==> config.mk <==
export PLATFORM = sky130hd
export DESIGN_NAME = video_controller_top
export DESIGN_NICKNAME = d
export VERILOG_FILES = /design/src/hw/video_regs_pkg.sv /design/src/hw/video_pixel_pkg.sv /design/src/hw/video_config_regs.sv /design/src/hw/pixel_fetch.sv /design/src/hw/pixel_fifo.sv /design/src/hw/raster_timing.sv /design/src/hw/video_controller_top.sv
export SDC_FILE = /design/constraint.sdc
export NUM_CORES = 1
export LEC_CHECK = 0
export ABC_AREA = 1
export BUFFER_PORTS_ARGS = -buffer_cell sky130_fd_sc_hd__buf_4
export CORE_ASPECT_RATIO = 1.1
export CORE_UTILIZATION = 25
export CTS_CLUSTER_DIAMETER = 100
export DETAILED_ROUTE_END_ITERATION = 10
export SYNTH_ARGS = -nofsm -noshare
export SYNTH_HDL_FRONTEND = slang
export SYNTH_HIERARCHICAL = 1
export SYNTH_SLANG_ARGS = --single-unit
==> constraint.sdc <==
create_clock -name clk -period 4.64 [get_ports clk]
set_input_delay 0.928 -clock clk [delete_from_list [all_inputs] [get_ports clk]]
set_output_delay 0.928 -clock clk [all_outputs]
set_load 0.02 [all_outputs]
==> src/hw/video_regs_pkg.sv <==
package video_regs_pkg;

    // Bus widths of the configuration and memory ports
    localparam int addr_width = 32;
    localparam int data_width = 32;

    // Register map, byte offsets
    localparam logic [addr_width-1:0] ctrl_offset    = 32'h0000_0000;
    localparam logic [addr_width-1:0] h1_offset      = 32'h0000_0028;
    localparam logic [addr_width-1:0] h2_offset      = 32'h0000_0030;
    localparam logic [addr_width-1:0] v1_offset      = 32'h0000_0038;
    localparam logic [addr_width-1:0] v2_offset      = 32'h0000_0040;
    localparam logic [addr_width-1:0] base_offset    = 32'h0000_0048;
    localparam logic [addr_width-1:0] lineinc_offset = 32'h0000_0050;
    localparam logic [addr_width-1:0] status_offset  = 32'h0000_0058;

    // Control register fields
    localparam int ctrl_en_bit = 3;
    localparam int pcnt_lsb    = 4;
    localparam int pcnt_width  = 6;

    // h1, h2, v1 and v2 each pack two timing fields
    localparam int timing_width  = 13;
    localparam int timing_hi_lsb = 13;                   // Upper field, lower one sits at bit 0

    // Status register
    localparam int underflow_bit = 0;

endpackage

==> src/hw/video_pixel_pkg.sv <==
package video_pixel_pkg;

    // One displayed pixel, taken from memory word bits 23:0
    typedef struct packed {
        logic [7:0] r;
        logic [7:0] g;
        logic [7:0] b;
    } pixel_t;

    localparam int fifo_depth      = 16;
    localparam int fifo_ptr_width  = 5;                  // Includes the wrap bit
    localparam int bytes_per_pixel = 4;                  // One 32-bit word per pixel
    localparam int count_width     = 13;                 // Raster h and v counters

endpackage

==> src/hw/video_config_regs.sv <==
module video_config_regs (
    input  logic                                     clk,
    input  logic                                     reset_n,
    input  logic                                     cfg_cyc,
    input  logic                                     cfg_stb,
    input  logic                                     cfg_we,
    input  logic [video_regs_pkg::addr_width-1:0]    cfg_adr,
    input  logic [video_regs_pkg::data_width-1:0]    cfg_dat_w,
    output logic [video_regs_pkg::data_width-1:0]    cfg_dat_r,
    output logic                                     cfg_ack,
    input  logic                                     underflow,
    output logic                                     enable,
    output logic [video_regs_pkg::pcnt_width-1:0]    pcnt,
    output logic [video_regs_pkg::timing_width-1:0]  hsize,
    output logic [video_regs_pkg::timing_width-1:0]  hend,
    output logic [video_regs_pkg::timing_width-1:0]  hsync_start,
    output logic [video_regs_pkg::timing_width-1:0]  hsync_end,
    output logic [video_regs_pkg::timing_width-1:0]  vsize,
    output logic [video_regs_pkg::timing_width-1:0]  vend,
    output logic [video_regs_pkg::timing_width-1:0]  vsync_start,
    output logic [video_regs_pkg::timing_width-1:0]  vsync_end,
    output logic [video_regs_pkg::data_width-1:0]    base_address,
    output logic [video_regs_pkg::data_width-1:0]    lineinc
);

    localparam int tw = video_regs_pkg::timing_width;
    localparam int hi = video_regs_pkg::timing_hi_lsb;

    logic req_new;                                       // First cycle of a request
    logic wr_ctrl;
    logic underflow_sticky;

    assign req_new = cfg_cyc && cfg_stb && !cfg_ack;
    assign wr_ctrl = req_new && cfg_we && (cfg_adr == video_regs_pkg::ctrl_offset);

    always_ff @(posedge clk or negedge reset_n) begin
        if (!reset_n) begin
            cfg_ack      <= 1'b0;
            enable       <= 1'b0;
            pcnt         <= '0;
            hsize        <= '0;
            hend         <= '0;
            hsync_start  <= '0;
            hsync_end    <= '0;
            vsize        <= '0;
            vend         <= '0;
            vsync_start  <= '0;
            vsync_end    <= '0;
            base_address <= '0;
            lineinc      <= '0;
        end else begin
            cfg_ack <= req_new;                          // Single-cycle ack
            if (req_new && cfg_we) begin
                case (cfg_adr)
                    video_regs_pkg::ctrl_offset: begin
                        enable <= cfg_dat_w[video_regs_pkg::ctrl_en_bit];
                        pcnt   <= cfg_dat_w[video_regs_pkg::pcnt_lsb +: video_regs_pkg::pcnt_width];
                    end
                    video_regs_pkg::h1_offset: begin
                        hsize <= cfg_dat_w[hi +: tw];
                        hend  <= cfg_dat_w[0 +: tw];
                    end
                    video_regs_pkg::h2_offset: begin
                        hsync_start <= cfg_dat_w[hi +: tw];
                        hsync_end   <= cfg_dat_w[0 +: tw];
                    end
                    video_regs_pkg::v1_offset: begin
                        vsize <= cfg_dat_w[hi +: tw];
                        vend  <= cfg_dat_w[0 +: tw];
                    end
                    video_regs_pkg::v2_offset: begin
                        vsync_start <= cfg_dat_w[hi +: tw];
                        vsync_end   <= cfg_dat_w[0 +: tw];
                    end
                    video_regs_pkg::base_offset:    base_address <= cfg_dat_w;
                    video_regs_pkg::lineinc_offset: lineinc      <= cfg_dat_w;
                    default: ;                           // Unmapped, write dropped
                endcase
            end
        end
    end

    // Sticky status, cleared by a write that turns the controller off
    always_ff @(posedge clk or negedge reset_n) begin
        if (!reset_n) begin
            underflow_sticky <= 1'b0;
        end else if (wr_ctrl && !cfg_dat_w[video_regs_pkg::ctrl_en_bit]) begin
            underflow_sticky <= 1'b0;
        end else if (underflow && enable) begin      // Pulse registered before disable is dropped
            underflow_sticky <= 1'b1;
        end
    end

    always_comb begin
        cfg_dat_r = '0;
        case (cfg_adr)
            video_regs_pkg::ctrl_offset: begin
                cfg_dat_r[video_regs_pkg::ctrl_en_bit] = enable;
                cfg_dat_r[video_regs_pkg::pcnt_lsb +: video_regs_pkg::pcnt_width] = pcnt;
            end
            video_regs_pkg::h1_offset: cfg_dat_r[0 +: 2*tw] = {hsize, hend};
            video_regs_pkg::h2_offset: cfg_dat_r[0 +: 2*tw] = {hsync_start, hsync_end};
            video_regs_pkg::v1_offset: cfg_dat_r[0 +: 2*tw] = {vsize, vend};
            video_regs_pkg::v2_offset: cfg_dat_r[0 +: 2*tw] = {vsync_start, vsync_end};
            video_regs_pkg::base_offset:    cfg_dat_r = base_address;
            video_regs_pkg::lineinc_offset: cfg_dat_r = lineinc;
            video_regs_pkg::status_offset:  cfg_dat_r[video_regs_pkg::underflow_bit] = underflow_sticky;
            default: ;
        endcase
    end

    // Host holds its request through ack, the slave must still drop ack after one cycle
    ack_single_cycle: assert property (@(posedge clk) disable iff (!reset_n)
        cfg_ack |=> !cfg_ack);

endmodule

==> src/hw/pixel_fetch.sv <==
module pixel_fetch (
    input  logic                                     clk,
    input  logic                                     reset_n,
    input  logic                                     enable,
    input  logic [video_regs_pkg::timing_width-1:0]  hsize,
    input  logic [video_regs_pkg::timing_width-1:0]  vsize,
    input  logic [video_regs_pkg::data_width-1:0]    base_address,
    input  logic [video_regs_pkg::data_width-1:0]    lineinc,
    output logic                                     mem_cyc,
    output logic                                     mem_stb,
    output logic                                     mem_we,
    output logic [video_regs_pkg::addr_width-1:0]    mem_adr,
    input  logic [video_regs_pkg::data_width-1:0]    mem_dat_r,
    input  logic                                     mem_ack,
    input  logic                                     full,
    output logic                                     push,
    output video_pixel_pkg::pixel_t                  push_data
);

    logic [video_regs_pkg::timing_width-1:0] x_pos;
    logic [video_regs_pkg::timing_width-1:0] line;
    logic [video_regs_pkg::addr_width-1:0]   line_start;  // Address of pixel 0 on this line
    logic                                    done;
    logic                                    last_x;
    logic                                    last_line;

    assign done      = mem_cyc && mem_ack;
    assign last_x    = (x_pos == hsize - 1'b1);
    assign last_line = (line == vsize - 1'b1);

    always_ff @(posedge clk or negedge reset_n) begin
        if (!reset_n) begin
            mem_cyc    <= 1'b0;
            x_pos      <= '0;
            line       <= '0;
            line_start <= '0;
            mem_adr    <= '0;
        end else if (!enable) begin
            mem_cyc    <= 1'b0;                          // Park at the top of the frame
            x_pos      <= '0;
            line       <= '0;
            line_start <= base_address;
            mem_adr    <= base_address;
        end else if (done) begin
            mem_cyc <= 1'b0;                             // Idle one cycle between reads
            if (!last_x) begin
                x_pos   <= x_pos + 1'b1;
                mem_adr <= mem_adr + video_pixel_pkg::bytes_per_pixel;
            end else begin
                x_pos <= '0;
                if (last_line) begin
                    line       <= '0;
                    line_start <= base_address;
                    mem_adr    <= base_address;
                end else begin
                    line       <= line + 1'b1;
                    line_start <= line_start + lineinc;
                    mem_adr    <= line_start + lineinc;
                end
            end
        end else if (!mem_cyc && !full) begin
            mem_cyc <= 1'b1;                             // FIFO has room, start a read
        end
    end

    assign mem_stb = mem_cyc;
    assign mem_we  = 1'b0;

    // Returned word goes straight into the FIFO
    assign push        = done;
    assign push_data.r = mem_dat_r[23:16];
    assign push_data.g = mem_dat_r[15:8];
    assign push_data.b = mem_dat_r[7:0];

    adr_stable: assert property (@(posedge clk) disable iff (!reset_n)
        (mem_stb && !mem_ack) |=> (!mem_stb || $stable(mem_adr)));

endmodule

==> src/hw/pixel_fifo.sv <==
module pixel_fifo (
    input  logic                    clk,
    input  logic                    reset_n,
    input  logic                    flush,
    input  logic                    push,
    input  video_pixel_pkg::pixel_t push_data,
    input  logic                    pop,
    output video_pixel_pkg::pixel_t pop_data,
    output logic                    full,
    output logic                    empty
);

    localparam int pw = video_pixel_pkg::fifo_ptr_width;

    video_pixel_pkg::pixel_t storage [video_pixel_pkg::fifo_depth];

    logic [pw-1:0] wr_ptr;
    logic [pw-1:0] rd_ptr;

    always_ff @(posedge clk) begin
        if (push && !full) begin
            storage[wr_ptr[pw-2:0]] <= push_data;
        end
    end

    always_ff @(posedge clk or negedge reset_n) begin
        if (!reset_n) begin
            wr_ptr <= '0;
            rd_ptr <= '0;
        end else if (flush) begin
            wr_ptr <= '0;
            rd_ptr <= '0;
        end else begin
            if (push && !full) begin
                wr_ptr <= wr_ptr + 1'b1;
            end
            if (pop && !empty) begin
                rd_ptr <= rd_ptr + 1'b1;
            end
        end
    end

    // Same index, wrap bits tell full from empty
    assign full  = (wr_ptr[pw-1] != rd_ptr[pw-1]) && (wr_ptr[pw-2:0] == rd_ptr[pw-2:0]);
    assign empty = (wr_ptr == rd_ptr);

    assign pop_data = storage[rd_ptr[pw-2:0]];          // Show-ahead

    no_push_full: assert property (@(posedge clk) disable iff (!reset_n)
        push |-> !full);
    no_pop_empty: assert property (@(posedge clk) disable iff (!reset_n)
        pop |-> !empty);

endmodule

==> src/hw/raster_timing.sv <==
module raster_timing (
    input  logic                                     clk,
    input  logic                                     reset_n,
    input  logic                                     enable,
    input  logic [video_regs_pkg::pcnt_width-1:0]    pcnt,
    input  logic [video_regs_pkg::timing_width-1:0]  hsize,
    input  logic [video_regs_pkg::timing_width-1:0]  hend,
    input  logic [video_regs_pkg::timing_width-1:0]  hsync_start,
    input  logic [video_regs_pkg::timing_width-1:0]  hsync_end,
    input  logic [video_regs_pkg::timing_width-1:0]  vsize,
    input  logic [video_regs_pkg::timing_width-1:0]  vend,
    input  logic [video_regs_pkg::timing_width-1:0]  vsync_start,
    input  logic [video_regs_pkg::timing_width-1:0]  vsync_end,
    input  logic                                     empty,
    input  video_pixel_pkg::pixel_t                  pop_data,
    output logic                                     pop,
    output logic                                     underflow,
    output logic                                     hsync,
    output logic                                     hblank,
    output logic                                     vsync,
    output logic                                     vblank,
    output logic [7:0]                               r,
    output logic [7:0]                               g,
    output logic [7:0]                               b
);

    logic [video_regs_pkg::pcnt_width-1:0]    div_cnt;
    logic [video_pixel_pkg::count_width-1:0]  h_cnt;
    logic [video_pixel_pkg::count_width-1:0]  v_cnt;
    logic                                     active;
    logic                                     first;    // First clock of a raster position
    video_pixel_pkg::pixel_t                  rgb_q;

    assign active = (h_cnt < hsize) && (v_cnt < vsize);
    assign first  = (div_cnt == '0);

    always_ff @(posedge clk or negedge reset_n) begin
        if (!reset_n) begin
            div_cnt <= '0;
            h_cnt   <= '0;
            v_cnt   <= '0;
        end else if (!enable) begin
            div_cnt <= '0;
            h_cnt   <= '0;
            v_cnt   <= '0;
        end else if (div_cnt == pcnt) begin
            div_cnt <= '0;
            if (h_cnt == hend) begin
                h_cnt <= '0;
                v_cnt <= (v_cnt == vend) ? '0 : v_cnt + 1'b1;
            end else begin
                h_cnt <= h_cnt + 1'b1;
            end
        end else begin
            div_cnt <= div_cnt + 1'b1;
        end
    end

    assign pop = enable && active && first && !empty;

    // Outputs lag the counters by one clock
    always_ff @(posedge clk or negedge reset_n) begin
        if (!reset_n) begin
            hsync     <= 1'b0;
            vsync     <= 1'b0;
            hblank    <= 1'b1;
            vblank    <= 1'b1;
            rgb_q     <= '0;
            underflow <= 1'b0;
        end else if (!enable) begin
            hsync     <= 1'b0;
            vsync     <= 1'b0;
            hblank    <= 1'b1;
            vblank    <= 1'b1;
            rgb_q     <= '0;
            underflow <= 1'b0;
        end else begin
            hsync     <= (h_cnt >= hsync_start) && (h_cnt < hsync_end);
            vsync     <= (v_cnt >= vsync_start) && (v_cnt < vsync_end);
            hblank    <= !(h_cnt < hsize);
            vblank    <= !(v_cnt < vsize);
            underflow <= active && first && empty;
            if (!active) begin
                rgb_q <= '0;
            end else if (first) begin
                rgb_q <= empty ? '0 : pop_data;          // Held for the whole position
            end
        end
    end

    assign r = rgb_q.r;
    assign g = rgb_q.g;
    assign b = rgb_q.b;

    h_in_range: assert property (@(posedge clk) disable iff (!reset_n)
        enable |-> (h_cnt <= hend));

endmodule

==> src/hw/video_controller_top.sv <==
module video_controller_top (
    input  logic                                   clk,
    input  logic                                   reset_n,
    input  logic                                   cfg_cyc,
    input  logic                                   cfg_stb,
    input  logic                                   cfg_we,
    input  logic [video_regs_pkg::addr_width-1:0]  cfg_adr,
    input  logic [video_regs_pkg::data_width-1:0]  cfg_dat_w,
    output logic [video_regs_pkg::data_width-1:0]  cfg_dat_r,
    output logic                                   cfg_ack,
    output logic                                   mem_cyc,
    output logic                                   mem_stb,
    output logic                                   mem_we,
    output logic [video_regs_pkg::addr_width-1:0]  mem_adr,
    input  logic [video_regs_pkg::data_width-1:0]  mem_dat_r,
    input  logic                                   mem_ack,
    output logic                                   hsync,
    output logic                                   hblank,
    output logic                                   vsync,
    output logic                                   vblank,
    output logic [7:0]                             r,
    output logic [7:0]                             g,
    output logic [7:0]                             b
);

    logic                                    enable;
    logic                                    underflow;
    logic [video_regs_pkg::pcnt_width-1:0]   pcnt;
    logic [video_regs_pkg::timing_width-1:0] hsize, hend, hsync_start, hsync_end;
    logic [video_regs_pkg::timing_width-1:0] vsize, vend, vsync_start, vsync_end;
    logic [video_regs_pkg::data_width-1:0]   base_address, lineinc;
    logic                                    push, pop, full, empty;
    video_pixel_pkg::pixel_t                 push_data, pop_data;

    video_config_regs i_regs (
        .clk, .reset_n,
        .cfg_cyc, .cfg_stb, .cfg_we, .cfg_adr, .cfg_dat_w, .cfg_dat_r, .cfg_ack,
        .underflow, .enable, .pcnt,
        .hsize, .hend, .hsync_start, .hsync_end,
        .vsize, .vend, .vsync_start, .vsync_end,
        .base_address, .lineinc
    );

    pixel_fetch i_fetch (
        .clk, .reset_n,
        .enable, .hsize, .vsize, .base_address, .lineinc,
        .mem_cyc, .mem_stb, .mem_we, .mem_adr, .mem_dat_r, .mem_ack,
        .full, .push, .push_data
    );

    pixel_fifo i_fifo (
        .clk, .reset_n,
        .flush (!enable),                                // Drop stale pixels while off
        .push, .push_data, .pop, .pop_data, .full, .empty
    );

    raster_timing i_timing (
        .clk, .reset_n,
        .enable, .pcnt,
        .hsize, .hend, .hsync_start, .hsync_end,
        .vsize, .vend, .vsync_start, .vsync_end,
        .empty, .pop_data, .pop, .underflow,
        .hsync, .hblank, .vsync, .vblank, .r, .g, .b
    );

endmodule

==> run summary <==
post-synth cell types - 49
Worst EP required - 3710 ps
Root Buffer - clkbuf_16
first-pass GRT wire length - 203 mm
core footprint - 0.161 mm²
fillers - 17000
crit path time final - 4060 ps
share of synthesized registers carrying an async set or reset - 0.469
GRT Max-Usage Layer - met2
crit path buf inv count - 4
WP data arrival - 3130 ps
mean post-synth cell area - 7.99 µm²
IO Pins - 198
DRT antenna net count - 0
GRT overflow - 0
number of detailed-route iterations in the first pass - 6
RSZ-0062 raised after global routing - false
CP max-delay cell - nor2_8
Clock Skew - 52.8 ps
Tightest Pin Transition - 1210 ps
Worst Path Max Fanout - 21
CTS resizes - 0
CP cell instances - buf_4, nor2_1, nand2_1, inv_1, nand2_1, nor2_8, nand2_2, o21ai_0, inv_1, nand2_1, buf_4
crit-path max cell delay - 410 ps
initial antenna violation count - 13
Routed wire per std cell - 18.7 µm
vias post-DR - 34800
Post-Place Cells - 7209
DR DRC count - 0
largest net degree at the start of global routing - 194
H-tree Lvls - 3
critical path type - in -> out
worst reg2reg startpoint - i_regs/hsize[0]
Post-CTS Hold Fix Bufs - 0
DPL Wire Length - 94.9 mm
final wirelength - 137 mm
Die X - 386 µm
Total Routing Usage GR - 0.164
Yosys top cell by area - edfxtp_1
CP top delay family - simple AND/OR/NAND/NOR gates
sequential area share after synthesis - 0.493
Vias/cell - 4.73
Multi-input gate area - 0.0172 mm²
top-count cell post-synth - nand2_1
Tcrit/Tclk final - 0.875
Syn Inst Count - 5078
fmax - 246 MHz
M2 GR Usage - 0.256
Final Slew Violations - 0
syn nets - 5300
leading post-synthesis cells by cell area - edfxtp_1 28%, dfrtp_1 21%, nand2_1 16%, inv_1 4.8%, nand3_1 4.8%
Non-Filler Instances - 7359
crit-path most repeated cell - nand2_1
Clock Tree Buf Depth - 3
Die Ht - 425 µm
Yosys reg bits - 723
postcts setup bufs - 0
Fin. Hold Viols - 0
top_reg_cell synth - edfxtp_1
layout cells sized above 1 - 0.0989
Nets - 5406
routing usage on met3 - 0.0449
Synth Warn # - 6
Worst-path clk slew - 50 ps
setup TNS - 0 ps
post-synth top area share - 0.284
R2R cell count - 15
EDFF count, synth - 384
worst-skew pair later-pin latency - 700 ps
total CTS buffers - 79
worst slack at placement - 650 ps
Worst VDD drop - 322 µV
CTS tree - done
Register Area - 0.0200 mm²
commonest cells in the netlist - 1678 x nand2_1, 523 x inv_1, 433 x nor2_1
Hold WC Path Type - in -> async
Slew Limit Headroom - 0.192
PwrDens - 298 mW/mm²
status - finished clean
initial core utilization - 0.252
Starting DRT DRC Count - 3136
die area - 0.164 mm²
Leak - 21.5 nW
Area Growth Syn to Fin - 15.5%
port bufs - 188
number of global-route vias before repair - 32400
final worst slack - 579 ps
final setup vio count - 0
Critical R2R Capture - i_fetch/line_start[30]
Clock Sinks - 723
R2R Setup Slk - 1100 ps
std cell rows - 154
placer congestion estimate - 0.959
max-cap viol count - 0
Worst Setup End Kind - primary output
Worst setup SP type - input port
grt met1 use - 0.219
Post-Syn Area - 0.0406 mm²
==> power breakdown <==
group	switching [mW]	total, mW	internal, mW
logic	0.199	0.264	0.0652
clock network	2.84	6.93	4.09
registers	0.000324	6.77	6.77
total	3.04	14.0	10.9
==> placed cells by master (no fill, tap or decap), drive strengths merged <==
cell,Yosys,routed
a211oi,4,4
a21oi,173,173
a31oi,11,11
and2,9,9
and3,2,2
buf,157,255
bufinv,0,12
clkbuf,73,109
clkinv,3,24
clkinvlp,0,2
conb,1,1
dfrtp,337,337
dfstp,2,2
diode,0,4
edfxtp,384,384
fa,1,1
ha,119,119
inv,553,555
nand2,1704,1704
nand3,400,400
nand3b,16,16
nand4,41,41
nor2,474,474
nor3,68,68
nor3b,4,4
nor4,7,7
o211ai,33,33
o21a,2,2
o21ai,364,364
o21bai,9,9
o22ai,18,18
or2,6,6
xnor2,25,25
xor2,78,78
==> flip-flops by register name, indices dropped and copies added, names as in the netlist, 32 cells and up <==
| signal | flops |
|---|---|
| i_regs/lineinc | 32 |
| i_regs/base_address | 32 |
| i_fetch/line_start | 32 |
| i_fifo/storage | 384 |
| i_fetch/mem_adr | 32 |
==> area by class of cell <==
cell class,instances,area share
Inverter,556,0.0447
Clock buffer,109,0.0476
Sequential cell,723,0.427
Multi-Input combinational cell,3569,0.368
Tap cell,2106,0.0562
Timing Repair Buffer,255,0.0424
Clock inverter,37,0.0138
Antenna cell,4,0.000214
==> stage by stage <==
| stage | total power [mW] | area, µm² | util | hold WS [ps] |
|---|---|---|---|---|
| 2_1_floorplan | 6.97 | 40600 | - | 453 |
| 3_5_place_dp | 7.16 | 44000 | 0.274 | 464 |
| 6_report | 14.0 | 46900 | 0.292 | 268 |
| 5_1_grt | 14.4 | 46800 | 0.291 | 370 |
| 3_3_place_gp | 7.16 | 44000 | 0.274 | 459 |
| 4_1_cts | 14.1 | 46800 | 0.291 | 317 |
==> how the worst max path moves through the flow <==
| stage | start | to | slack (ps) | cells past startpoint |
|---|---|---|---|---|
| floorplan | mem_ack | i_fifo/storage[3][0] | 1060 | 5 |
| detailed placement | cfg_adr[0] | cfg_dat_r[31] | 650 | 9 |
| global placement | cfg_adr[0] | cfg_dat_r[31] | 660 | 9 |
| finish | cfg_adr[21] | cfg_dat_r[11] | 580 | 11 |
| CTS | cfg_adr[0] | cfg_dat_r[31] | 650 | 9 |
| global route | cfg_adr[1] | cfg_dat_r[31] | 520 | 9 |
==> per-layer routing <==
metal | vias up | part of all wire
li1 | 16600 | -
met1 | 16600 | 0.43
met2 | 1309 | 0.44
met3 | 253 | 0.094
met4 | 20 | 0.029
met5 | - | 0.00096
==> cell families (layout without fill, tap and decap cells) <==
kind of cell / Yosys count / in the layout / share of synthesized area
AO/OA/AOI/OAI: 614 / 614 / 0.0801
adder cells (fa/ha/maj): 120 / 120 / 0.0372
other: 1 / 5 / 0.0000924
buffers and inverters: 786 / 957 / 0.0845
AND/OR/NAND/NOR: 2731 / 2731 / 0.283
XOR/XNOR: 103 / 103 / 0.0222
flip-flops: 723 / 723 / 0.493
(Power assumes the default switching activity.)
